<file path="config.mk">
export PLATFORM = sky130hd
export DESIGN_NAME = sd_sector_buffer
export DESIGN_NICKNAME = d
export VERILOG_FILES = /design/src/sd_sector_buffer.sv
export VERILOG_INCLUDE_DIRS = /design/src
export SDC_FILE = /design/constraint.sdc
export NUM_CORES = 2
export LEC_CHECK = 0
export BUFFER_PORTS_ARGS = -buffer_cell sky130_fd_sc_hd__buf_2
export CORE_MARGIN = 2
export CORE_UTILIZATION = 51
export CTS_CLUSTER_DIAMETER = 40
export DETAILED_ROUTE_END_ITERATION = 10
export GPL_ROUTABILITY_DRIVEN = 0
export PLACE_DENSITY = 0.66
export REMOVE_ABC_BUFFERS = 1
export SLEW_MARGIN = 20
export SYNTH_ARGS = -nofsm -noshare
export SYNTH_HDL_FRONTEND = slang
export SYNTH_SLANG_ARGS = --single-unit
</file>
<file path="constraint.sdc">
create_clock -name CLOCK_50 -period 5.5 [get_ports CLOCK_50]
set_clock_uncertainty 0.1 [all_clocks]
set_input_delay 1.375 -clock CLOCK_50 [delete_from_list [all_inputs] [get_ports CLOCK_50]]
set_output_delay 1.375 -clock CLOCK_50 [all_outputs]
set_load 0.1 [all_outputs]
</file>
<file path="src/soc_params.svh">
`ifndef SOC_PARAMS_SVH
`define SOC_PARAMS_SVH

// Data RAM window
`define RAM_BASE        64'h0000_0000_0000_1000
`define RAM_SIZE        64'd2048

// Keyboard and UART registers
`define KEY_ADDR        64'h0000_0000_0000_0100
`define UART_ADDR       64'h0000_0000_0000_0108

// SD controller registers
`define SD_ADDR_REG     64'h0000_0000_0000_0110
`define SD_READ         64'h0000_0000_0000_0118
`define SD_READY        64'h0000_0000_0000_0120
`define SD_AVAIL        64'h0000_0000_0000_0128

// SD sector buffer, one byte per address
`define SD_BUF_BASE     64'h0000_0000_0000_2000
`define SD_SECTOR_BYTES 64'd512

`endif

</file>
<file path="src/sd_sector_buffer.sv">
`include "soc_params.svh"

module sd_sector_buffer (
    input  logic       CLOCK_50,
    input  logic       KEY0,
    input  logic [7:0] sd_dout,
    input  logic       sd_byte_available,
    input  logic       sd_rd_start,
    input  logic [8:0] buf_index,
    output logic [7:0] buf_rdata,
    output logic       sector_avail
);
    logic [7:0] mem [0:`SD_SECTOR_BYTES - 1];
    logic [8:0] wr_index;
    logic       byte_avail_d;
    logic       byte_edge;

    // Controller holds byte_available for several clocks per byte
    assign byte_edge = sd_byte_available && !byte_avail_d;

    always_ff @(posedge CLOCK_50 or negedge KEY0) begin
        if (!KEY0) begin
            wr_index     <= 9'd0;
            byte_avail_d <= 1'b0;
            sector_avail <= 1'b0;
        end else begin
            byte_avail_d <= sd_byte_available;
            if (sd_rd_start) begin
                wr_index     <= 9'd0;
                sector_avail <= 1'b0;
            end else if (byte_edge) begin
                if (wr_index == `SD_SECTOR_BYTES - 1) begin
                    wr_index     <= 9'd0;
                    sector_avail <= 1'b1;
                end else begin
                    wr_index <= wr_index + 9'd1;
                end
            end
        end
    end

    always_ff @(posedge CLOCK_50) begin
        if (byte_edge && !sd_rd_start) begin
            mem[wr_index] <= sd_dout;
        end
    end

    // Combinational read port for the fabric
    assign buf_rdata = mem[buf_index];

    // A new byte in the restart cycle would be lost and shift the sector
    a_no_byte_on_restart: assert property (@(posedge CLOCK_50) disable iff (!KEY0)
        sd_rd_start |-> !byte_edge);

endmodule

</file>
# Word-level counts from Yosys, hierarchy flattened
# Memory sizes are Yosys's and may differ from the RTL's.
# Cells that the tools add are included.
# totals
register_bits	11
in_bits	21
mem_count	1
ram_bits	4096
# op_classes
n_eq_ne	1
n_addsub	1
n_reduce_logical	7
muxes	8
# memory_table
memory	depth	word_bits	read_ports	rd_ports_with_merged_regs	wr	line	text
mem	512	8	1	0	1	sd_sector_buffer.sv:13	logic [7:0] mem [0:`SD_SECTOR_BYTES - 1];
# ops
cell	n
two-way mux 9 bit	3
adder 9 x 1 -> 9 bit, second input constant	1
equality test 9 bit, second input constant	1
two-way mux 1 bit	5
nonzero test 2 bit	2
logical AND 1 bit	2
logical NOT 1 bit	2
AND reduction 2 bit	1

# Depth between registers and ports, before layout
# logic_depth
ltp_word	5
depth_mapped	13

# Least setup slack after synthesis
# No wires, ideal clock.
# synth_timing
kind	input to output
startpoint	in buf_index[1]
endpoint	out buf_rdata[0]
setup_slack_ps	-1983
t_arrival_ps	6008
path_stages	10
n_path_buf	3
cell_sequence	buf_6 buf_4 buf_4 nor2_1 a221oi_1 a22oi_1 o2111ai_1 a2111oi_0 nor4_1 nor4_1
# synth_between
elab_chain_cells	1
# synth_rtl
item	line	text
start, declared	sd_sector_buffer.sv:9	input logic [8:0] buf_index,
memory (512 x 8 bit)	--	
end, declared	sd_sector_buffer.sv:10	output logic [7:0] buf_rdata,
# Every way passes these cells.

# Worst setup path in the final report
# layout_timing
startpoint	in buf_index[2]
endpoint	out buf_rdata[2]
# The elaborated chain is that of the path after synthesis.

==> flow_summary.yaml <==
grt:
  antenna_found_initial: 17
  grt_pass1_vias: 88300
  grt_pass1_wl_um: 653000
  grt_max_degree: 175
  overflow: 0
  gr-usage-all-layers: 0.283
synth:
  yosysUniqueCellTypes: 76
  seq_area_frac_synth: 0.765
  synth_warnings: 0
  synth_edf_count: 4096
  ys_ff_latch: 4107
  ys_async_sr_fraction: 0.00268
  syn_inst: 8170
  syn_area_per_cell_um2: 19.7
  synth_ff_type: "edfxtp_1"
  syn-cell-area_um2: 161000
pwr:
  p_seq_frac: 0.487
  comb_power_share: 0.060
  power.internal_mw: 54.9
  p_sw_frac: 0.224
  cellLeakagePower_nw: 64.2
  clkPwrFrac: 0.454
  powerDensity_nw_per_um2: 365
  power_mw: 70.8
  vdd_ir_drop_max_uv: 314
  p_switching_mw: 15.8
clock_network:
  insertion_delay_ps: 980
  ctsRootBufferMaster: "clkbuf_16"
  numCtsBuffers: 478
  clock-sinks: 4107
  cts_tree: "yes"
  clk_pin_slew_worst_paths_ps: 60
  clock_path_buffers: 4
  htree_levels: 5
floorplanning:
  die_h_um: 566
  boundaryPins: 30
  start_util: 0.512
  rows: 206
  die_x_um: 566
  core_area_um2: 315000
  die_area_um2: 321000
critical_path:
  crit_path_top_delay_cell: "or4_4"
  arrival_ps: 4670
  path_delay_family: "buffers and inverters"
  crit_chain: "bufbuf_16, buf_4, nand2b_4, buf_4, buf_4, o221ai_1, a21oi_1, nor3_2, a211oi_2, buf_4, or4_4, a311oi_4, buf_4, buf_12"
  crit_required_ps: 4030
  reg2reg_slack_ps: 1910
  end_kind: "primary output"
  critical_path_class: "primary input to primary output"
  start_kind: "primary input"
  crit_top_cell: "buf_4"
  crit_fanout: 7
  crit_buf_inv: 7
  critPathMaxStageDelay_ps: 590
timing:
  period_needed_ps: 6150
  finalHoldWorstSlack_ps: 162
  fin_crit_sh: 1.12
  slew_headroom: 0.134
  rsz0062_at_grt: "yes"
  tightestPinTransition_ps: 1300
  drv_slew: 0
  hold_violations: 0
  fin_ws_ps: -648
  setup-tns-final_ps: -3610
  max_freq_ghz: 0.163
  setup_viol: 8
detailed_routing:
  vias_per_cell: 6.42
  first_pass_iters: 7
  num_vias: 89600
  drc: 0
  drtIter0Drc: 13000
  antenna_left: 0
  routed_wl_um: 463000
  routedWlPerCell_um: 33.2
run:
  maxCapViolCount: 0
layout:
  syn_to_final_growth_pct: 20.4
  stdcell_count: 14000
  stdcell_area_um2: 194000
  drive_gt1_frac: 0.302
  finish.utilization: 0.617
  nets: 9395
placed_design:
  io_buffers: 29
  dp.cells: 12900
  dp_slack_ps: -1600
  placed_area_um2: 174000
  hpwl_um: 288000
outcome:
  outcome: "complete, but fails checks"
  violations: "setup timing"
min_path:
  hold_class: "primary input to asynchronous set/reset pin"
what timing repair did:
action | in CTS | in global routing
gates cloned | 18 | 8
pin swaps | 45 | 44
resized for setup | 281 | 129
hold buffers | 0 | 0
setup endpoints to repair | 8 | 8
buffers inserted | 49 | 63
area by class of cell:
class | instances | area, um2
Inverter | 9 | 57.6
Antenna cell | 13 | 32.5
Tap cell | 4160 | 5200
Fill cell | 21400 | 121000
Multi-Input combinational cell | 3528 | 36200
Clock inverter | 360 | 4040
Clock buffer | 535 | 12300
Sequential cell | 4107 | 123000
Timing Repair Buffer | 1245 | 12900
cells in the final DEF (no fill, tap or decap), types with 47 or more instances in the layout:
cell,count
edfxtp_1,4096
buf_4,956
mux2i_1,697
mux4_2,665
nor2_1,634
clkbuf_16,491
o221ai_1,182
o22ai_1,177
buf_12,169
a21oi_1,158
nand2_1,150
o21ai_0,90
clkinv_1,72
nor3_1,66
clkinv_2,56
bufinv_16,53
clkbuf_1,52
nand3_1,50
clkinvlp_4,48
a31oi_1,47
inv_6,47
kinds of logic after synthesis:
logic type / share of synthesized area
simple gates: 0.0308
buf+inv: 0.0208
mux: 0.141
fa+ha+maj: 0.000388
compound gates: 0.0416
flops: 0.765
xor+xnor: 0.000326
synthesized netlist by cell type, drive strengths merged (11+ instances only):
cell | n | area [um2]
a22oi | 25 | 188
a21oi | 162 | 811
a221oi | 19 | 166
nand3 | 54 | 270
edfxtp | 4096 | 123000
nand4 | 32 | 200
a2111oi | 20 | 175
and3 | 14 | 87.6
clkbuf | 196 | 747
mux2 | 42 | 473
and2 | 31 | 194
nor3 | 85 | 425
buf | 329 | 2570
nand2 | 169 | 634
mux4 | 678 | 15300
mux2i | 701 | 7020
a211oi | 49 | 368
o22ai | 199 | 1240
o221ai | 240 | 2130
nor2 | 639 | 2400
nor2b | 12 | 75.1
o21a | 13 | 97.6
nand2b | 12 | 75.1
dfrtp | 11 | 275
o21ai | 110 | 551
or3 | 11 | 68.8
nor4 | 28 | 175
a31oi | 54 | 338
registers in the layout, indices dropped and copies added (netlist names):
name	flops
mem	4096
byte_avail_d	1
sector_avail	1
wr_index	9
power by group through the flow:
stage	combinational (mW)	sequential, mW	clock (mW)
after floorplan	1.25	35.1	0
after global placement	3.73	35.1	0
after detailed placement	3.79	35.1	0
after CTS	4.04	34.4	32.3
after global routing	4.34	34.4	33.6
final	4.22	34.4	32.1
routing by layer:
metal | vias up | GRT usage | wire, um | part of all wire
met5 | - | 0 | 58 | 0.00013
met4 | 8 | 0.105 | 19100 | 0.041
met3 | 892 | 0.0627 | 52300 | 0.11
met2 | 5496 | 0.438 | 216000 | 0.47
met1 | 46800 | 0.399 | 176000 | 0.38
li1 | 36400 | - | - | -
worst reg2reg max path: cells and delay by family (launching register included):
kind,cells,cell delay (ps)
flops,1,460
simple gates,3,2640
path summary, 6_finish.rpt:
check	start	endpoint	cells after the start
max	buf_index[2]	buf_rdata[2]	14
min	KEY0	wr_index[1]	1
max reg2reg	wr_index[4]	mem[91][7]	3
min reg2reg	byte_avail_d	wr_index[8]	3
max in group asynchronous	KEY0	wr_index[4]	1
min in group CLOCK_50	sd_byte_available	byte_avail_d	1
Power figures use the tool's default switching activity.
