**src/soc_params.svh**
```systemverilog
`ifndef SOC_PARAMS_SVH
`define SOC_PARAMS_SVH

// Data RAM window
`define RAM_BASE        64'h0000_0000_0000_1000
`define RAM_SIZE        64'd2048

// Keyboard and UART registers
`define KEY_ADDR        64'h0000_0000_0000_0100
`define UART_ADDR       64'h0000_0000_0000_0108

// SD controller registers
`define SD_ADDR_REG     64'h0000_0000_0000_0110
`define SD_READ         64'h0000_0000_0000_0118
`define SD_READY        64'h0000_0000_0000_0120
`define SD_AVAIL        64'h0000_0000_0000_0128

// SD sector buffer, one byte per address
`define SD_BUF_BASE     64'h0000_0000_0000_2000
`define SD_SECTOR_BYTES 64'd512

`endif

```
**src/key_irq_ctrl.sv**
```systemverilog
module key_irq_ctrl (
    input  logic       CLOCK_50,
    input  logic       KEY0,
    input  logic       key_pressed,
    input  logic [7:0] key_ascii,
    input  logic       irq_ack,
    output logic [7:0] ascii_reg,
    output logic [3:0] irq_vector
);
    logic key_pressed_d;
    logic key_edge;

    assign key_edge = key_pressed && !key_pressed_d;

    always_ff @(posedge CLOCK_50 or negedge KEY0) begin
        if (!KEY0) begin
            key_pressed_d <= 1'b0;
            ascii_reg     <= 8'd0;
            irq_vector    <= 4'd0;
        end else begin
            key_pressed_d <= key_pressed;
            if (key_edge) begin
                ascii_reg <= key_ascii;
            end
            // Acknowledge takes priority over a new press
            if (irq_ack) begin
                irq_vector <= 4'd0;
            end else if (key_edge && key_ascii != 8'd0) begin
                irq_vector <= 4'd1;
            end
        end
    end

endmodule

```
**config.mk**
```make
export PLATFORM = sky130hd
export DESIGN_NAME = key_irq_ctrl
export DESIGN_NICKNAME = d
export VERILOG_FILES = /design/src/soc_params.svh /design/src/key_irq_ctrl.sv
export SDC_FILE = /design/constraint.sdc
export NUM_CORES = 1
export LEC_CHECK = 0
export BUFFER_PORTS_ARGS = -buffer_cell sky130_fd_sc_hd__buf_4
export CAP_MARGIN = 20
export CORE_AREA = 5 5 42 44
export CTS_BUF_LIST = sky130_fd_sc_hd__clkbuf_2 sky130_fd_sc_hd__clkbuf_4 sky130_fd_sc_hd__clkbuf_8
export DETAILED_ROUTE_END_ITERATION = 7
export DIE_AREA = 0 0 47 49
export GPL_TIMING_DRIVEN = 0
export HOLD_SLACK_MARGIN = 0.02
export PLACE_DENSITY = 0.75
export SYNTH_ARGS = -nofsm -noshare
export SYNTH_HDL_FRONTEND = slang
export SYNTH_SLANG_ARGS = --single-unit
```
**constraint.sdc**
```tcl
create_clock -name CLOCK_50 -period 2.4 [get_ports CLOCK_50]
set_input_delay 0.12 -clock CLOCK_50 [delete_from_list [all_inputs] [get_ports CLOCK_50]]
set_output_delay 0.12 -clock CLOCK_50 [all_outputs]
set_load 0.005 [all_outputs]
```
---- After elaboration in Yosys (flattened, before gate mapping) ----
Index checks and enable logic that the tools add are counted.
storage, ports and cells
  register bits after elaboration ......... 13
  input port bits ......................... 12
  output and inout bits ................... 12
  word-level logic and storage cells ...... 10
operators by class
  multiplexer cells ....................... 2
  reduce and logical (&&, ||, !) cells .... 5
operators with widths
  cell                number
  4-bit 2-to-1 mux    2
  8-bit nonzero test  1
  1-bit logical AND   2
  2-bit nonzero test  1
  1-bit zero test     1

---- Longest topological paths before layout ----
Gate-level depths: netlist of run 1.
  depth after elaboration ................. 5
  depth in mapped cells ................... 4
  mapped depth without buffers ............ 3

---- Worst setup path after synthesis of run 1 ----
No wires, ideal clock.
  path type ............................... flip-flop to flip-flop
  start ................................... register key_pressed_d
  end ..................................... register ascii_reg[0]
  setup time .............................. 125 ps
  arrival ................................. 887 ps
  required time ........................... 2275 ps
  path slack .............................. 1388 ps
  cell stages (with the launch flop) ...... 4
  buffers on the path ..................... 1
  clock period less this slack ............ 1012 ps
  path through ............................ dfrtp_1 > nand2b_4 > buf_6 > mux2_4
on the way
  longest elaborated chain between the ends .. 2
RTL lines
  element                 line                source
  from (decl)             key_irq_ctrl.sv:10  logic key_pressed_d;
  from (signal assigned)  key_irq_ctrl.sv:21  key_pressed_d <= key_pressed;
  1-bit zero test         key_irq_ctrl.sv:13  assign key_edge = key_pressed && !key_pressed_d;
  1-bit logical AND       key_irq_ctrl.sv:13
  to (signal assigned)    key_irq_ctrl.sv:23  ascii_reg <= key_ascii;
  to (decl)               key_irq_ctrl.sv:7   output logic [7:0] ascii_reg,
No other way between the ends.
A chain may end at the register's enable or synchronous reset.

---- Final worst setup path of run 1 ----
  start ................................... input port key_pressed
  end ..................................... register ascii_reg[7]
on the way
  longest elaborated chain between the ends .. 1
RTL lines
  element            line                source
  from (decl)        key_irq_ctrl.sv:4   input logic key_pressed,
  1-bit logical AND  key_irq_ctrl.sv:13
No other way between the ends.

==> results of run 1 <==
## logic make-up (layout without fill, tap and decap cells)
family          after synthesis  after routing  share of synthesized area [%]
mux                           8              8                          26.74
buf+inv                       4             29                          7.520
other cells                   1              3                         0.8349
compound gates                2              2                          3.342
flops                        10             10                          55.71
simple gates                  3              3                          5.848
## synth_stat cells
cell,number
buf_6,1
nor4_1,2
dfrtp_1,10
mux2_4,8
conb_1,1
a21oi_1,1
o21ba_1,1
nand2b_4,1
buf_4,3
## how the worst max path moves through the flow
stage | start | to | slack, ns
final | key_pressed | ascii_reg[7]$_DFFE_PN0P_ | 1.22
after global routing | key_pressed | ascii_reg[0]$_DFFE_PN0P_ | 1.19
after CTS | key_pressed | ascii_reg[1]$_DFFE_PN0P_ | 1.23
after detailed placement | key_pressed_d$_DFF_PN0_ | ascii_reg[4]$_DFFE_PN0P_ | 1.36
after global placement | key_pressed_d$_DFF_PN0_ | ascii_reg[5]$_DFFE_PN0P_ | 1.36
after floorplan | key_pressed_d$_DFF_PN0_ | ascii_reg[0]$_DFFE_PN0P_ | 1.39
## routing by layer
metal	up-vias	GRT usage [%]
li1	147	-
met1	121	11.87
met2	18	11.76
met3	0	4.059
met4	0	5.530
met5	-	0
## where the power goes
part	total (W)	switching, W	internal [W]
logic	0.000102	0.0000291	0.0000731
registers	0.000203	0.0000124	0.000190
clock network	0.000110	0.0000522	0.0000576
total	0.000415	0.0000937	0.000321
## layout make-up
class                      instances  share of cell area [%]
sequential                        10                   37.38
multi-input combinational         16                   25.79
timing repair buffer              22                   25.42
buffer                             4                   5.047
clock buffer                       3                   3.364
tap                               16                   2.991
## worst reg2reg max path: cells and delay by family, from the launching register on
kind | cells | cell delay (ns)
flops | 1 | 0.37
mux | 1 | 0.29
buf+inv | 1 | 0.14
simple gates | 1 | 0.13
## cell usage in the layout (no fill, tap or decap)
cell / n
buf_6: 1
o21ba_1: 1
a21oi_1: 1
conb_1: 3
clkbuf_4: 3
dlygate4sd3_1: 2
nand2b_4: 1
mux2_4: 8
dfrtp_1: 10
nor4_1: 2
buf_4: 23
## per-stage QoR
| stage | power [W] | worst slack (ns) | hold slack, ns |
|---|---|---|---|
| 6_report | 0.0004149 | 1.225 | 0.1010 |
| 3_5_place_dp | 0.0003075 | 1.364 | -0.04154 |
| 2_1_floorplan | 0.0002502 | 1.388 | -0.1756 |
| 5_1_grt | 0.0004433 | 1.194 | 0.09317 |
| 3_3_place_gp | 0.0003056 | 1.360 | -0.04573 |
| 4_1_cts | 0.0004231 | 1.231 | 0.08409 |
==> impl_metrics.ini, run 1 <==
[cells_and_area]
multi_input_area_um2 = 172.7
largest_reg_flops = 8
register_area_um2 = 250.2
finalNonFillerCells = 71
stdcell_area_um2 = 669.4
syn_to_final_growth_pct = 49.03
utilization_pct = 47.77
n_fill_cell = 133
drive_gt1_share_pct = 65.45
antenna_cells = 0
layout.nets = 69

[detailed_routing]
maxUsedRoutingLayer = met3
drc = 0
num_vias = 286
wl_met3_um = 129
wl_met1_um = 362
wl_met2_um = 353
ant_nets = 0
first_iter_violations = 0
drt_wl_total_um = 845
dr.pass1.iters = 1
viasPerCell = 4.028
wl_per_cell_um = 11.90

[power_and_ir_drop]
ir_drop_uv = 254.1
power_density_nw_per_um2 = 619.9
leakage_nw = 0.3622

[timing]
rsz0062_at_grt = false
fin_crit_sh_pct = 48.97
min_period_ns = 1.175
skew_ns = 0.005496
finalSetupTns_ns = 0
drv_slew = 0
clock.fmax_mhz = 850.9
final_hold_viol_count = 0
setup_viol_count_final = 0

[floorplan]
die_h_um = 49
die_w_um = 47
initial_core_util_pct = 32.05
rows = 14
die_area_um2 = 2303
ios = 24
core-area_um2 = 1401

[synth]
ys_seq_area_share_pct = 55.71
synth_area_um2 = 449.2
yosysUniqueCellTypes = 9
synth_top_area_share_pct = 55.71
synth.top_cells.by_area = dfrtp_1 (56%), mux2_4 (27%), buf_4 (5.0%)
yosysTopAreaCell = dfrtp_1
syn_inst = 28
yosysWarnings = 0
ys_ff_latch = 10
syn_area_per_cell_um2 = 16.04

[critical_path]
worst-path-buf-inv = 3
slowest_stage = dlygate4sd3_1
path_class = in2reg
crit_path_end_kind = register
worstPathMaxFanout = 9
required_ns = 2.54
worst_ep_arrival_time_ns = 1.31
critPathTopFamily = buffers and inverters
worst_setup_path_start_kind = input port
timing.rr.end = ascii_reg[7]$_DFFE_PN0P_
rr_worst_depth = 3
worst-path-stages = 5
crit_chain = dlygate4sd3_1 > buf_4 > nand2b_4 > buf_6 > mux2_4
critPathMaxStageDelay_ns = 0.53
ff2ff_setup_slack_ns = 1.35
r2r_start = key_pressed_d$_DFF_PN0_

[global_route]
antenna_found_initial = 0
grt_pass1_vias = 325
grt_overflow = 0
track_usage_pct = 9.052
grt_pass1_wl_mm = 1.469
grt_max_degree = 11

[placed_design]
dpl.hpwl_um = 684.8
routabilityCongestion = 0.6361
numPortBuffers = 20
placed_cells = 66
postPlaceCellArea_um2 = 626.9

[min_path]
hold_depth = 2
min_to = ascii_reg[5]$_DFFE_PN0P_
hp-start = key_ascii[5]
min_path_type = in2reg

[cts]
clock_path_buffers = 2
cts_tree = built
postCtsResizedCells = 0
holdBufCountCts = 2
htree_levels = 1
post_cts_buffers = 0
root_buffer = clkbuf_4
clock_sinks = 10
path_clk_slew_ns = 0.06
cts_made_buffers = 3
clock_latency_ns = 0.26

[job]
drv_cap = 0

[status]
status = finished clean
No activity file was read; power rests on OpenSTA's default activity.
==> run 2: changes to the inputs <==
--- a/config.mk
+++ b/config.mk
@@ -5,6 +5,7 @@
 export SDC_FILE = /design/constraint.sdc
 export NUM_CORES = 1
 export LEC_CHECK = 0
+export ABC_AREA = 1
 export BUFFER_PORTS_ARGS = -buffer_cell sky130_fd_sc_hd__buf_4
 export CAP_MARGIN = 20
 export CORE_AREA = 5 5 42 44
@@ -13,7 +14,7 @@
 export DIE_AREA = 0 0 47 49
 export GPL_TIMING_DRIVEN = 0
 export HOLD_SLACK_MARGIN = 0.02
-export PLACE_DENSITY = 0.75
+export PLACE_DENSITY = 0.73
 export SYNTH_ARGS = -nofsm -noshare
 export SYNTH_HDL_FRONTEND = slang
 export SYNTH_SLANG_ARGS = --single-unit
==> constraint.sdc (replaced) <==
create_clock -name CLOCK_50 -period 1.1 [get_ports CLOCK_50]
set_input_delay 0.055 -clock CLOCK_50 [delete_from_list [all_inputs] [get_ports CLOCK_50]]
set_output_delay 0.055 -clock CLOCK_50 [all_outputs]
set_load 0.005 [all_outputs]
==> run 2 against run 1 <==
Against the previous run: non-clock buffer count is 10 higher; critical endpoint is now ascii_reg[1]$_DFFE_PN0P_; largest power group unchanged; global-route usage is 0.91 points higher; area after synthesis is 6.1% lower; critical path depth is 2 higher; register-to-register slack worse by 1.1 ns; total power is 130% higher; critical path type unchanged.
==> impl_metrics.ini, run 2 <==
[timing]
skew_ns = 0.001913
final_hold_viol_count = 0
min_period_ns = 0.9599
clock.fmax_mhz = 1042
setup_viol_count_final = 0
fin_crit_sh_pct = 87.26
rsz0062_at_grt = false
finalSetupTns_ns = 0
drv_slew = 0

[floorplan]
die_area_um2 = 2303
die_h_um = 49
core-area_um2 = 1401
die_w_um = 47
initial_core_util_pct = 30.09
rows = 14
ios = 24

[critical_path]
crit_path_end_kind = register
timing.rr.end = ascii_reg[1]$_DFFE_PN0P_
ff2ff_setup_slack_ns = 0.23
path_class = in2reg
rr_worst_depth = 4
r2r_start = key_pressed_d$_DFF_PN0_
required_ns = 1.26
worstPathMaxFanout = 8
worst_ep_arrival_time_ns = 1.12
worst_setup_path_start_kind = input port

[job]
drv_cap = 0

[detailed_routing]
drt_wl_total_mm = 1.007
first_iter_violations = 0
viasPerCell = 4.029
wl_per_cell_um = 9.590
drc = 0
dr.pass1.iters = 1
num_vias = 423
ant_nets = 0

[synth]
yosysMostFrequentCell = nand2_1
yosysTopAreaCell = dfrtp_1
synth_top_area_share_pct = 59.35
synth_top_flop_cell = dfrtp_1
ys_seq_area_share_pct = 59.35
yosysWarnings = 0
synth.top_cells.by_area = dfrtp_1 (59%), nand2_1 (23%), buf_4 (5.3%)
ys_ff_latch = 10
synth_area_um2 = 421.7
yosysUniqueCellTypes = 10
ys_async_sr_fraction_pct = 100.0
syn_inst = 50
ys_top_cells_by_count = nand2_1 (26), dfrtp_1 (10), nor2_1 (4)
syn_area_per_cell_um2 = 8.433
synth_edf_count = 0

[power_and_ir_drop]
p_clk_share_pct = 34.3
internal_power_w = 0.0007376
switchingPower_w = 0.0002331
pwr-share-comb_pct = 21.2
ir_drop_uv = 655.5
p_seq_share_pct = 44.5
leakage_nw = 0.4175
power_density_nw_per_um2 = 1276
p_total_w = 0.0009708
swShare_pct = 24.02

[status]
status = finished clean

[cells_and_area]
antenna_cells = 0
layout.nets = 102
finalNonFillerCells = 105
final_common_cell = nand2_1
syn_to_final_growth_pct = 80.42
n_fill_cell = 138
layout_common_cells = nand2_1 (26), buf_4 (25), dlygate4sd3_1 (11)
drive_gt1_share_pct = 34.83
stdcell_area_um2 = 760.7
largest_reg_flops = 8

[cts]
postCtsResizedCells = 0
clock_sinks = 10
clock_path_buffers = 2
clock_latency_ns = 0.27
cts_tree = built
cts_made_buffers = 3
root_buffer = clkbuf_4
htree_levels = 1
path_clk_slew_ns = 0.07

[placed_design]
postPlaceCellArea_um2 = 599.3
placed_cells = 88
routabilityCongestion = 0.6618
dpl.hpwl_um = 742.6
numPortBuffers = 20

[global_route]
grt_pass1_wl_mm = 1.593
grt_overflow = 0
antenna_found_initial = 0
track_usage_pct = 9.957
grt_max_degree = 11
grt_pass1_vias = 399

[min_path]
min_path_type = in2async
run 2: cell types whose count changed after synthesis:
cell and delta:
buf_6 -1, inv_1 +2, inv_2 +1, mux2_4 -8
nand2_1 +26, nand2b_4 -1, nor2_1 +4, nor2_4 +1
nor4_1 -2, o21ai_1 +1, o21ba_1 -1
run 2: through the flow:
step | setup slack (ns) | hold WS [ns] | util (%)
2_1_floorplan | 0.2335 | -0.2406 | -
3_3_place_gp | 0.1440 | -0.1139 | 42.77
3_5_place_dp | 0.1192 | -0.1098 | 42.77
4_1_cts | 0.08147 | 0.1484 | 53.21
5_1_grt | 0.05752 | 0.1566 | 54.29
6_report | 0.1401 | 0.1442 | 54.29
run 2: per-layer routing:
metal	GRT usage (%)	part of all wire (%)	wire length (µm)	up-vias
li1	-	-	-	221
met1	11.11	35	357	181
met2	14.93	50	502	16
met3	3.690	12	119	5
met4	6.912	2.8	28	0
met5	0	0	0	-
run 2: worst max-delay path by stage:
stage                            startpoint                         to  slack [ns]
floorplan           key_pressed_d$_DFF_PN0_   ascii_reg[0]$_DFFE_PN0P_        0.23
global placement    key_pressed_d$_DFF_PN0_   ascii_reg[4]$_DFFE_PN0P_        0.14
detailed placement  key_pressed_d$_DFF_PN0_   ascii_reg[0]$_DFFE_PN0P_        0.12
CTS                             key_pressed   ascii_reg[0]$_DFFE_PN0P_        0.08
global route                   key_ascii[2]  irq_vector[0]$_DFFE_PN0P_        0.06
finish                          key_pressed   ascii_reg[1]$_DFFE_PN0P_        0.14
run 2: worst max-delay path, stage by stage:
cell and delay [ns]:
dlygate4sd3_1 0.53, buf_4 0.10, inv_1 0.05, nor2_4 0.17
inv_2 0.10, nand2_1 0.07, nand2_1 0.05
run 2: area by class of cell:
class,count,area (µm²),share of cell area [%]
timing repair buffer,33,275.3,36.18
sequential,10,250.2,32.89
multi-input combinational,36,145.1,19.08
clock buffer,4,36.28,4.770
buffer,3,22.52,2.961
tap,16,20.02,2.632
inverter,3,11.26,1.480
run 2: repair_timing:
action	CTS	global route
hold buffers	11	0
buffers inserted	0	2
setup endpoints to repair	0	2
hold endpoints to repair	20	0
run 2: kinds of logic (layout without fill, tap and decap cells):
kind of cell | after synthesis | count (layout) | synth area share, %
AND/OR/NAND/NOR | 31 | 31 | 29.37
other | 1 | 3 | 0.8894
AO/OA/AOI/OAI | 2 | 2 | 2.372
buffers and inverters | 6 | 43 | 8.011
flip-flops | 10 | 10 | 59.35
run 2: power by group through the flow:
| stage | Sequential, W | Clock, W | Combinational [W] |
|---|---|---|---|
| after floorplan | 0.000440 | 0 | 0.0000565 |
| after detailed placement | 0.000439 | 0 | 0.000173 |
| final | 0.000432 | 0.000333 | 0.000206 |
| after global placement | 0.000436 | 0 | 0.000168 |
| after CTS | 0.000433 | 0.000341 | 0.000204 |
| after global routing | 0.000437 | 0.000365 | 0.000232 |
