==> src/soc_params.svh <==
`ifndef SOC_PARAMS_SVH
`define SOC_PARAMS_SVH

// Data RAM window
`define RAM_BASE        64'h0000_0000_0000_1000
`define RAM_SIZE        64'd2048

// Keyboard and UART registers
`define KEY_ADDR        64'h0000_0000_0000_0100
`define UART_ADDR       64'h0000_0000_0000_0108

// SD controller registers
`define SD_ADDR_REG     64'h0000_0000_0000_0110
`define SD_READ         64'h0000_0000_0000_0118
`define SD_READY        64'h0000_0000_0000_0120
`define SD_AVAIL        64'h0000_0000_0000_0128

// SD sector buffer, one byte per address
`define SD_BUF_BASE     64'h0000_0000_0000_2000
`define SD_SECTOR_BYTES 64'd512

`endif

==> src/soc_pkg.sv <==
package soc_pkg;

    // RISC-V load funct3 encodings
    typedef enum logic [2:0] {
        LB  = 3'b000,
        LH  = 3'b001,
        LW  = 3'b010,
        LD  = 3'b011,
        LBU = 3'b100,
        LHU = 3'b101,
        LWU = 3'b110
    } load_type_t;

    // Device picked by the address decoder
    typedef enum logic [3:0] {
        DEV_NONE     = 4'd0,
        DEV_RAM      = 4'd1,
        DEV_KEY      = 4'd2,
        DEV_UART     = 4'd3,
        DEV_SD_ADDR  = 4'd4,
        DEV_SD_READ  = 4'd5,
        DEV_SD_READY = 4'd6,
        DEV_SD_AVAIL = 4'd7,
        DEV_SD_BUF   = 4'd8
    } dev_sel_t;

endpackage

==> src/bus_fabric.sv <==
`include "soc_params.svh"

module bus_fabric import soc_pkg::*; (
    input  logic        CLOCK_50,
    input  logic        KEY0,
    input  logic [63:0] bus_address,
    input  logic [63:0] bus_write_data,
    input  logic        bus_write_enable,
    input  logic        bus_read_enable,
    input  load_type_t  bus_read_type,
    input  logic [63:0] ram_rdata,
    input  logic [7:0]  ascii_reg,
    input  logic [7:0]  buf_rdata,
    input  logic        sector_avail,
    input  logic        sd_ready,
    output logic [63:0] bus_read_data,
    output logic        bus_read_done,
    output logic        ram_read_req,
    output logic        ram_write,
    output logic [7:0]  ram_index,
    output logic [2:0]  ram_offset,
    output load_type_t  ram_load_type,
    output logic [63:0] ram_wdata,
    output logic [8:0]  buf_index,
    output logic [31:0] sd_addr,
    output logic        sd_rd_start,
    output logic        uart_valid,
    output logic [7:0]  uart_data
);
    typedef enum logic [1:0] {IDLE, WAIT_RAM, DONE} req_state_t;

    req_state_t  state;
    dev_sel_t    dev;
    logic [7:0]  hit;
    logic [63:0] ram_addr;
    logic [63:0] buf_addr;
    logic [63:0] reg_rdata;
    logic        uart_hit;
    logic        uart_hit_d;

    // Match lines, one per device
    assign hit[0] = bus_address >= `RAM_BASE && bus_address < `RAM_BASE + `RAM_SIZE;
    assign hit[1] = bus_address == `KEY_ADDR;
    assign hit[2] = bus_address == `UART_ADDR;
    assign hit[3] = bus_address == `SD_ADDR_REG;
    assign hit[4] = bus_address == `SD_READ;
    assign hit[5] = bus_address == `SD_READY;
    assign hit[6] = bus_address == `SD_AVAIL;
    assign hit[7] = bus_address >= `SD_BUF_BASE &&
                    bus_address < `SD_BUF_BASE + `SD_SECTOR_BYTES;

    always_comb begin
        dev = DEV_NONE;
        if (hit[0])      dev = DEV_RAM;
        else if (hit[1]) dev = DEV_KEY;
        else if (hit[2]) dev = DEV_UART;
        else if (hit[3]) dev = DEV_SD_ADDR;
        else if (hit[4]) dev = DEV_SD_READ;
        else if (hit[5]) dev = DEV_SD_READY;
        else if (hit[6]) dev = DEV_SD_AVAIL;
        else if (hit[7]) dev = DEV_SD_BUF;
    end

    // Register-style reads, unmapped space reads as zero
    always_comb begin
        case (dev)
            DEV_KEY:      reg_rdata = {56'd0, ascii_reg};
            DEV_SD_ADDR:  reg_rdata = {32'd0, sd_addr};
            DEV_SD_READY: reg_rdata = {63'd0, sd_ready};
            DEV_SD_AVAIL: reg_rdata = {63'd0, sector_avail};
            DEV_SD_BUF:   reg_rdata = {56'd0, buf_rdata};
            default:      reg_rdata = 64'd0;
        endcase
    end

    assign ram_addr      = bus_address - `RAM_BASE;
    assign buf_addr      = bus_address - `SD_BUF_BASE;
    assign ram_index     = ram_addr[10:3];
    assign ram_offset    = ram_addr[2:0];
    assign ram_load_type = bus_read_type;
    assign ram_wdata     = bus_write_data;
    assign ram_write     = bus_write_enable && dev == DEV_RAM;
    assign ram_read_req  = state == IDLE && bus_read_enable && dev == DEV_RAM;
    assign buf_index     = buf_addr[8:0];

    // Four-phase read handshake
    always_ff @(posedge CLOCK_50 or negedge KEY0) begin
        if (!KEY0) begin
            state         <= IDLE;
            bus_read_done <= 1'b0;
        end else begin
            case (state)
                IDLE: begin
                    if (bus_read_enable && dev == DEV_RAM) begin
                        state <= WAIT_RAM;
                    end else if (bus_read_enable) begin
                        state         <= DONE;
                        bus_read_done <= 1'b1;
                    end
                end
                WAIT_RAM: begin
                    state         <= DONE;
                    bus_read_done <= 1'b1;
                end
                DONE: begin
                    if (!bus_read_enable) begin
                        state         <= IDLE;
                        bus_read_done <= 1'b0;
                    end
                end
                default: state <= IDLE;
            endcase
        end
    end

    always_ff @(posedge CLOCK_50) begin
        if (state == WAIT_RAM) begin
            bus_read_data <= ram_rdata;
        end else if (state == IDLE && bus_read_enable) begin
            bus_read_data <= reg_rdata;
        end
    end

    // SD control and UART edge detect
    always_ff @(posedge CLOCK_50 or negedge KEY0) begin
        if (!KEY0) begin
            sd_addr     <= 32'd0;
            sd_rd_start <= 1'b0;
            uart_hit_d  <= 1'b0;
        end else begin
            sd_rd_start <= bus_write_enable && dev == DEV_SD_READ;
            uart_hit_d  <= uart_hit;
            if (bus_write_enable && dev == DEV_SD_ADDR) begin
                sd_addr <= bus_write_data[31:0];
            end
        end
    end

    assign uart_hit   = bus_write_enable && dev == DEV_UART;
    assign uart_valid = uart_hit && !uart_hit_d;
    assign uart_data  = bus_write_data[7:0];

    a_done_needs_enable: assert property (@(posedge CLOCK_50) disable iff (!KEY0)
        $rose(bus_read_done) |-> $past(bus_read_enable));

    a_single_device: assert property (@(posedge CLOCK_50) disable iff (!KEY0)
        (bus_read_enable || bus_write_enable) |-> $onehot0(hit));

endmodule

==> config.mk <==
export PLATFORM = sky130hd
export DESIGN_NAME = bus_fabric
export DESIGN_NICKNAME = d
export VERILOG_FILES = /design/src/soc_pkg.sv /design/src/bus_fabric.sv
export VERILOG_INCLUDE_DIRS = /design/src
export SDC_FILE = /design/constraint.sdc
export NUM_CORES = 1
export LEC_CHECK = 0
export BUFFER_PORTS_ARGS = -buffer_cell sky130_fd_sc_hd__buf_4
export CORE_AREA = 2 2 159 161
export DETAILED_ROUTE_END_ITERATION = 7
export DIE_AREA = 0 0 161 163
export GPL_ROUTABILITY_DRIVEN = 0
export PLACE_DENSITY = 0.51
export SLEW_MARGIN = 20
export SYNTH_ARGS = -nofsm -noshare
export SYNTH_HDL_FRONTEND = slang
export SYNTH_SLANG_ARGS = --single-unit
==> constraint.sdc <==
create_clock -name CLOCK_50 -period 6.1 [get_ports CLOCK_50]
set_input_delay 0.305 -clock CLOCK_50 [delete_from_list [all_inputs] [get_ports CLOCK_50]]
set_output_delay 0.305 -clock CLOCK_50 [all_outputs]
set_load 0.02 [all_outputs]
* After elaboration in Yosys (flattened, before gate mapping)
Index checks and enable logic that the tools add are counted.
Storage, ports and cells: register bits after elaboration 101, input bits 217, output and inout port bits 196, word-level logic and storage cells 67
Cells by class: add/subtract/negate cells 2, order comparisons 4, equality and inequality tests 20, multiplexer cells 19, reduce and logical (&&, ||, !) cells 16
Operators with widths (count):
- 64-bit by 9-bit == test with 1-bit output, second input constant | 6
- 32-bit one-hot mux with 5 select lines | 1
- 64-bit two-way mux | 2
- 64-bit by 13-bit >= comparator with 1-bit output, second input constant | 1
- 64-bit by 14-bit >= comparator with 1-bit output, second input constant | 1
- 64-bit by 13-bit < comparator with 1-bit output, second input constant | 1
- 64-bit by 14-bit < comparator with 1-bit output, second input constant | 1
- 4-bit two-way mux | 8
- 4-bit by 3-bit == test with 1-bit output, second input constant | 4
- 11-bit by 1-bit subtractor with 11-bit output, second input constant | 1
- 1-bit logical AND | 10
- 9-bit by 1-bit subtractor with 9-bit output, second input constant | 1
- 4-bit by 2-bit == test with 1-bit output, second input constant | 2
- 2-bit two-way mux | 3
- 2-bit != test, second input constant | 3
- 2-bit one-hot mux with 3 select lines | 1
- 4-bit by 1-bit == test with 1-bit output, second input constant | 1
- 4-bit == test, second input constant | 1
- 4-bit AND reduction | 1
- 1-bit two-way mux | 3
- 3-bit by 2-bit != test with 1-bit output, second input constant | 1
- 1-bit one-hot mux with 3 select lines | 1
- 3-bit nonzero test | 1
- 2-bit by 1-bit == test with 1-bit output, second input constant | 1
- other kinds (5) | 5

* Logic depth before layout (Yosys ltp)
depth after elaboration 14, gate-level depth with buffers 8, depth with buffers taken out 5

* Worst setup path before layout
OpenSTA, ideal clock, no wires.
path kind register to register, start register state[0], end register bus_read_data[0], enable pin, setup time 0.486 ns, arrival time 3.177 ns, required time 5.614 ns, setup slack 2.437 ns, stages on the path, launching flop included 3, buffers on the path 0, period minus slack after synthesis 3.663 ns, cells stage by stage dfrtp_1 > nor2_1 > nor2_1
On the way: longest elaborated chain between the ends 3, elaborated cells between the ends (all ways) 4, those cells by class eq/ne (1); reduce/logical (3)
Ends and longest elaborated chain:
- from (decl) | line bus_fabric.sv:32 | req_state_t state;
- from (signal assigned) | line bus_fabric.sv:89 | state <= IDLE;
- from (signal assigned) | line bus_fabric.sv:95 | state <= WAIT_RAM;
- from (signal assigned) | line bus_fabric.sv:97 | state <= DONE;
- 2-bit logical NOT | line bus_fabric.sv:119 | end else if (state == IDLE && bus_read_enable) begin
- 1-bit logical AND | line bus_fabric.sv:119
- 2-bit nonzero test (no source line) (*)
- to (signal assigned) | line bus_fabric.sv:118 | bus_read_data <= ram_rdata;
- to (signal assigned) | line bus_fabric.sv:120 | bus_read_data <= reg_rdata;
- to (decl) | line bus_fabric.sv:16 | output logic [63:0] bus_read_data,
Every way passes the cells marked *; elsewhere a longest branch is shown, timed or not. A chain may end at the register's enable or synchronous reset.

* Worst setup path after layout
start input bus_address[63], end register sd_addr[10]
On the way: longest elaborated chain between the ends 12, elaborated cells between the ends (all ways) 22, those cells by class order compare (4); eq/ne (7); mux (8); reduce/logical (3)
Ends and longest elaborated chain:
- from (decl) | line bus_fabric.sv:6 | input logic [63:0] bus_address,
- 64-bit by 14-bit >= comparator with 1-bit output (no source line) / 64-bit by 14-bit < comparator with 1-bit output (equally long branches)
- 1-bit logical AND (no source line)
- 4-bit two-way mux | line bus_fabric.sv:61 | else if (hit[7]) dev = DEV_SD_BUF;
- 4-bit two-way mux | line bus_fabric.sv:60 | else if (hit[6]) dev = DEV_SD_AVAIL;
- 4-bit two-way mux | line bus_fabric.sv:59 | else if (hit[5]) dev = DEV_SD_READY;
- 4-bit two-way mux | line bus_fabric.sv:58 | else if (hit[4]) dev = DEV_SD_READ;
- 4-bit two-way mux | line bus_fabric.sv:57 | else if (hit[3]) dev = DEV_SD_ADDR;
- 4-bit two-way mux | line bus_fabric.sv:56 | else if (hit[2]) dev = DEV_UART;
- 4-bit two-way mux | line bus_fabric.sv:55 | else if (hit[1]) dev = DEV_KEY;
- 4-bit two-way mux (*) | line bus_fabric.sv:54 | if (hit[0]) dev = DEV_RAM;
- 4-bit by 3-bit == test with 1-bit output (*) | line bus_fabric.sv:133 | if (bus_write_enable && dev == DEV_SD_ADDR) begin
- 1-bit logical AND (*) | line bus_fabric.sv:133
- to (signal assigned) | line bus_fabric.sv:134 | sd_addr <= bus_write_data[31:0];
- to (decl) | line bus_fabric.sv:25 | output logic [31:0] sd_addr,
Marks and branches as above.

==> impl_metrics.tcl <==
set metrics [dict create \
    track_usage 0.127 \
    switchingPower_uw 396 \
    critPathSlowestCell "nand3_2" \
    synth_edf_count 64 \
    clock_power_share 0.372 \
    place_area_um2 7300 \
    tritoncts "built" \
    root_buffer "clkbuf_16" \
    final.setup.tns_ns 0 \
    first_iter_violations 200 \
    avgSynthCellArea_um2 12.9 \
    clock_path_buffers 2 \
    outcome "completed" \
    grt_pass1_wl_um 24800 \
    min_from "bus_write_data[18]" \
    postCtsSetupBuffers 0 \
    rows 58 \
    stdcell_area_um2 7600 \
    fill_cells 2580 \
    multi_input_area_um2 1460 \
    rsz0062_at_grt "false" \
    dieHeight_um 163 \
    synth-warning-count 0 \
    p_per_area_nw_per_um2 203 \
    hold_class "in2reg" \
    clock-sinks 101 \
    yosysMostFrequentCell "buf_4" \
    ys_seq_elements 101 \
    clk_latency_ns 0.35 \
    synth_nets 613 \
    fin_nets 857 \
    final_core_util 0.308 \
    min_period_ns 2.80 \
    hold_viol 0 \
    drc 0 \
    regToRegStartpoint "state[0]$_DFFE_PN0P_" \
    cellLeakagePower_uw 0.00351 \
    drv_slew 0 \
    reg2reg_slack_ns 3.82 \
    yosys.area.top_type "edfxtp_1" \
    crit_chain "buf_4 -> nor4_1 -> nand4_1 -> nor3_2 -> nand3_2 -> mux2_1" \
    skew_ns 0.00742 \
    wire_per_inst_um 17.9 \
    vias_per_cell 4.06 \
    async_reset_ff_frac 0.366 \
    core_um2 24700 \
    io-pin-count 413 \
    synth.yosys.seq_area_share 0.557 \
    cts_resized 0 \
    tightest_slew_ns 1.04 \
    htreeDepth 3 \
    die-area_um2 26200 \
    peakVddDrop_uv 98.1 \
    ant_nets 0 \
    area_growth_pct 48.8 \
    reg2reg_depth 4 \
    die_w_um 161 \
    synth.distinct_cells 47 \
    cts-buffers-inserted 9 \
    io_buffer_count 342 \
    crit_required_ns 6.33 \
    antenna_found_initial 0 \
    ys.flop_type "edfxtp_1" \
    syn_inst 396 \
    p_int_uw 1150 \
    dr.pass1.iters 4 \
    p_seq_frac 0.482 \
    dpl.hpwl_um 13500 \
    regArea_um2 2850 \
    slew_headroom 0.308 \
    finalSetupViolCount 0 \
    drt-total-wl_um 17500 \
    crit_path_end_kind "flop" \
    path_clk_slew_ns 0.08 \
    yosys-top-cells-area "edfxtp_1 (38%), dfrtp_1 (18%), buf_4 (14%), and2_1 (4.7%), mux2_1 (4.2%)" \
    grt_max_degree 65 \
    ys_top_cells_by_count "buf_4 (95), edfxtp_1 (64), and2_1 (38)" \
    cp_data_arrival_time_ns 3.03 \
    hold_depth 2 \
    start_util 0.207 \
    crit_family "simple AND/OR/NAND/NOR gates" \
    max_stage_delay_ns 0.89 \
    drive_gt1_frac 0.598 \
    fmax_mhz 357 \
    power_frac_comb 0.146 \
    worst-setup-path-type "in2reg" \
    swShare 0.257 \
    cp_num_buf_inv 1 \
    grt-ovfl-total 0 \
    r2r-end "bus_read_data[25]$_DFFE_PP_" \
    worstPathMaxFanout 32 \
    post-route-period-util 0.459 \
    synth_top_area_frac 0.376 \
    first_global_vias 4042 \
    routed-via-count 3961 \
    synth_area_um2 5110 \
    diodes 0 \
    maxCapViolCount 0 \
    cts_hold_buf 1 \
    min_to "sd_addr[18]$_DFFE_PN0P_" \
    start_kind "primary input" \
]
registers in the layout (all words and copies together), names as in the netlist:
name           count
bus_read_data     64
uart_hit_d         1
state              2
sd_rd_start        1
bus_read_done      1
sd_addr           32
area by class of cell:
class,count,area share
inverters,1,0.000494
repair buffers,345,0.341
clock buffers,9,0.0296
clock inverters,7,0.00888
well taps,330,0.0543
flip-flops and latches,101,0.374
multi-input cells,182,0.191
metal layers:
metal | vias to the layer above | track usage | wire [µm]
met5 | - | 0 | 0
met4 | 0 | 0.0434 | 331
met3 | 24 | 0.0313 | 1420
met2 | 222 | 0.231 | 9220
met1 | 1878 | 0.145 | 6500
li1 | 1837 | - | -
through the flow:
step	hold slack, ns	worst slack [ns]	power, µW	instances
2_1_floorplan	0.00941	2.44	884	396
3_3_place_gp	0.349	2.97	987	958
3_5_place_dp	0.351	2.87	987	958
4_1_cts	0.156	3.26	1580	975
5_1_grt	0.158	3.00	1620	975
6_report	0.179	3.30	1540	975
kinds of logic (layout without fill, tap and decap cells):
group / Yosys count / after routing / synth area share
compound gates: 47 / 47 / 0.0739
xor+xnor: 1 / 1 / 0.00171
fa+ha+maj: 1 / 1 / 0.00196
buf+inv: 113 / 362 / 0.162
flops: 101 / 101 / 0.557
mux: 34 / 34 / 0.0744
simple gates: 99 / 99 / 0.129
worst max-delay path by stage:
stage | slack [ns] | start | cells after the start | endpoint
finish | 3.30 | bus_address[63] | 6 | sd_addr[10]$_DFFE_PN0P_
global route | 3.00 | bus_address[63] | 6 | sd_addr[22]$_DFFE_PN0P_
CTS | 3.26 | bus_address[63] | 6 | sd_addr[3]$_DFFE_PN0P_
detailed placement | 2.87 | bus_address[63] | 6 | sd_addr[15]$_DFFE_PN0P_
global placement | 2.97 | bus_address[63] | 6 | sd_addr[16]$_DFFE_PN0P_
floorplan | 2.44 | state[0]$_DFFE_PN0P_ | 2 | bus_read_data[0]$_DFFE_PP_
power groups by stage:
stage / Clock (µW) / Combinational, µW / Sequential (µW)
2_1_floorplan: 0 / 109 / 775
3_3_place_gp: 0 / 229 / 758
5_1_grt: 632 / 240 / 745
3_5_place_dp: 0 / 229 / 758
4_1_cts: 602 / 230 / 743
6_report: 573 / 226 / 743
cell usage in the layout, fill, tap and decap left out, drive strengths merged, types with 2 or more instances in the layout:
| cell type | instances |
|---|---|
| a221oi | 6 |
| nand2 | 13 |
| nor2b | 3 |
| mux2 | 32 |
| nor3 | 7 |
| mux2i | 2 |
| nand3 | 4 |
| nor2 | 5 |
| nor4b | 4 |
| clkbuf | 9 |
| a22o | 24 |
| dfrtp | 37 |
| and3 | 3 |
| clkinvlp | 2 |
| edfxtp | 64 |
| o21ai | 8 |
| nor4 | 13 |
| and2 | 38 |
| buf | 344 |
| clkinv | 2 |
| inv | 4 |
| nand4 | 3 |
| a31oi | 2 |
worst register-to-register path, stage by stage (launching register included):
cell,delay [ns]
dfrtp_1,0.45
nor2b_4,0.16
or4_4,0.64
nor2b_4,0.61
a22o_1,0.28
(Power assumes the default switching activity.)
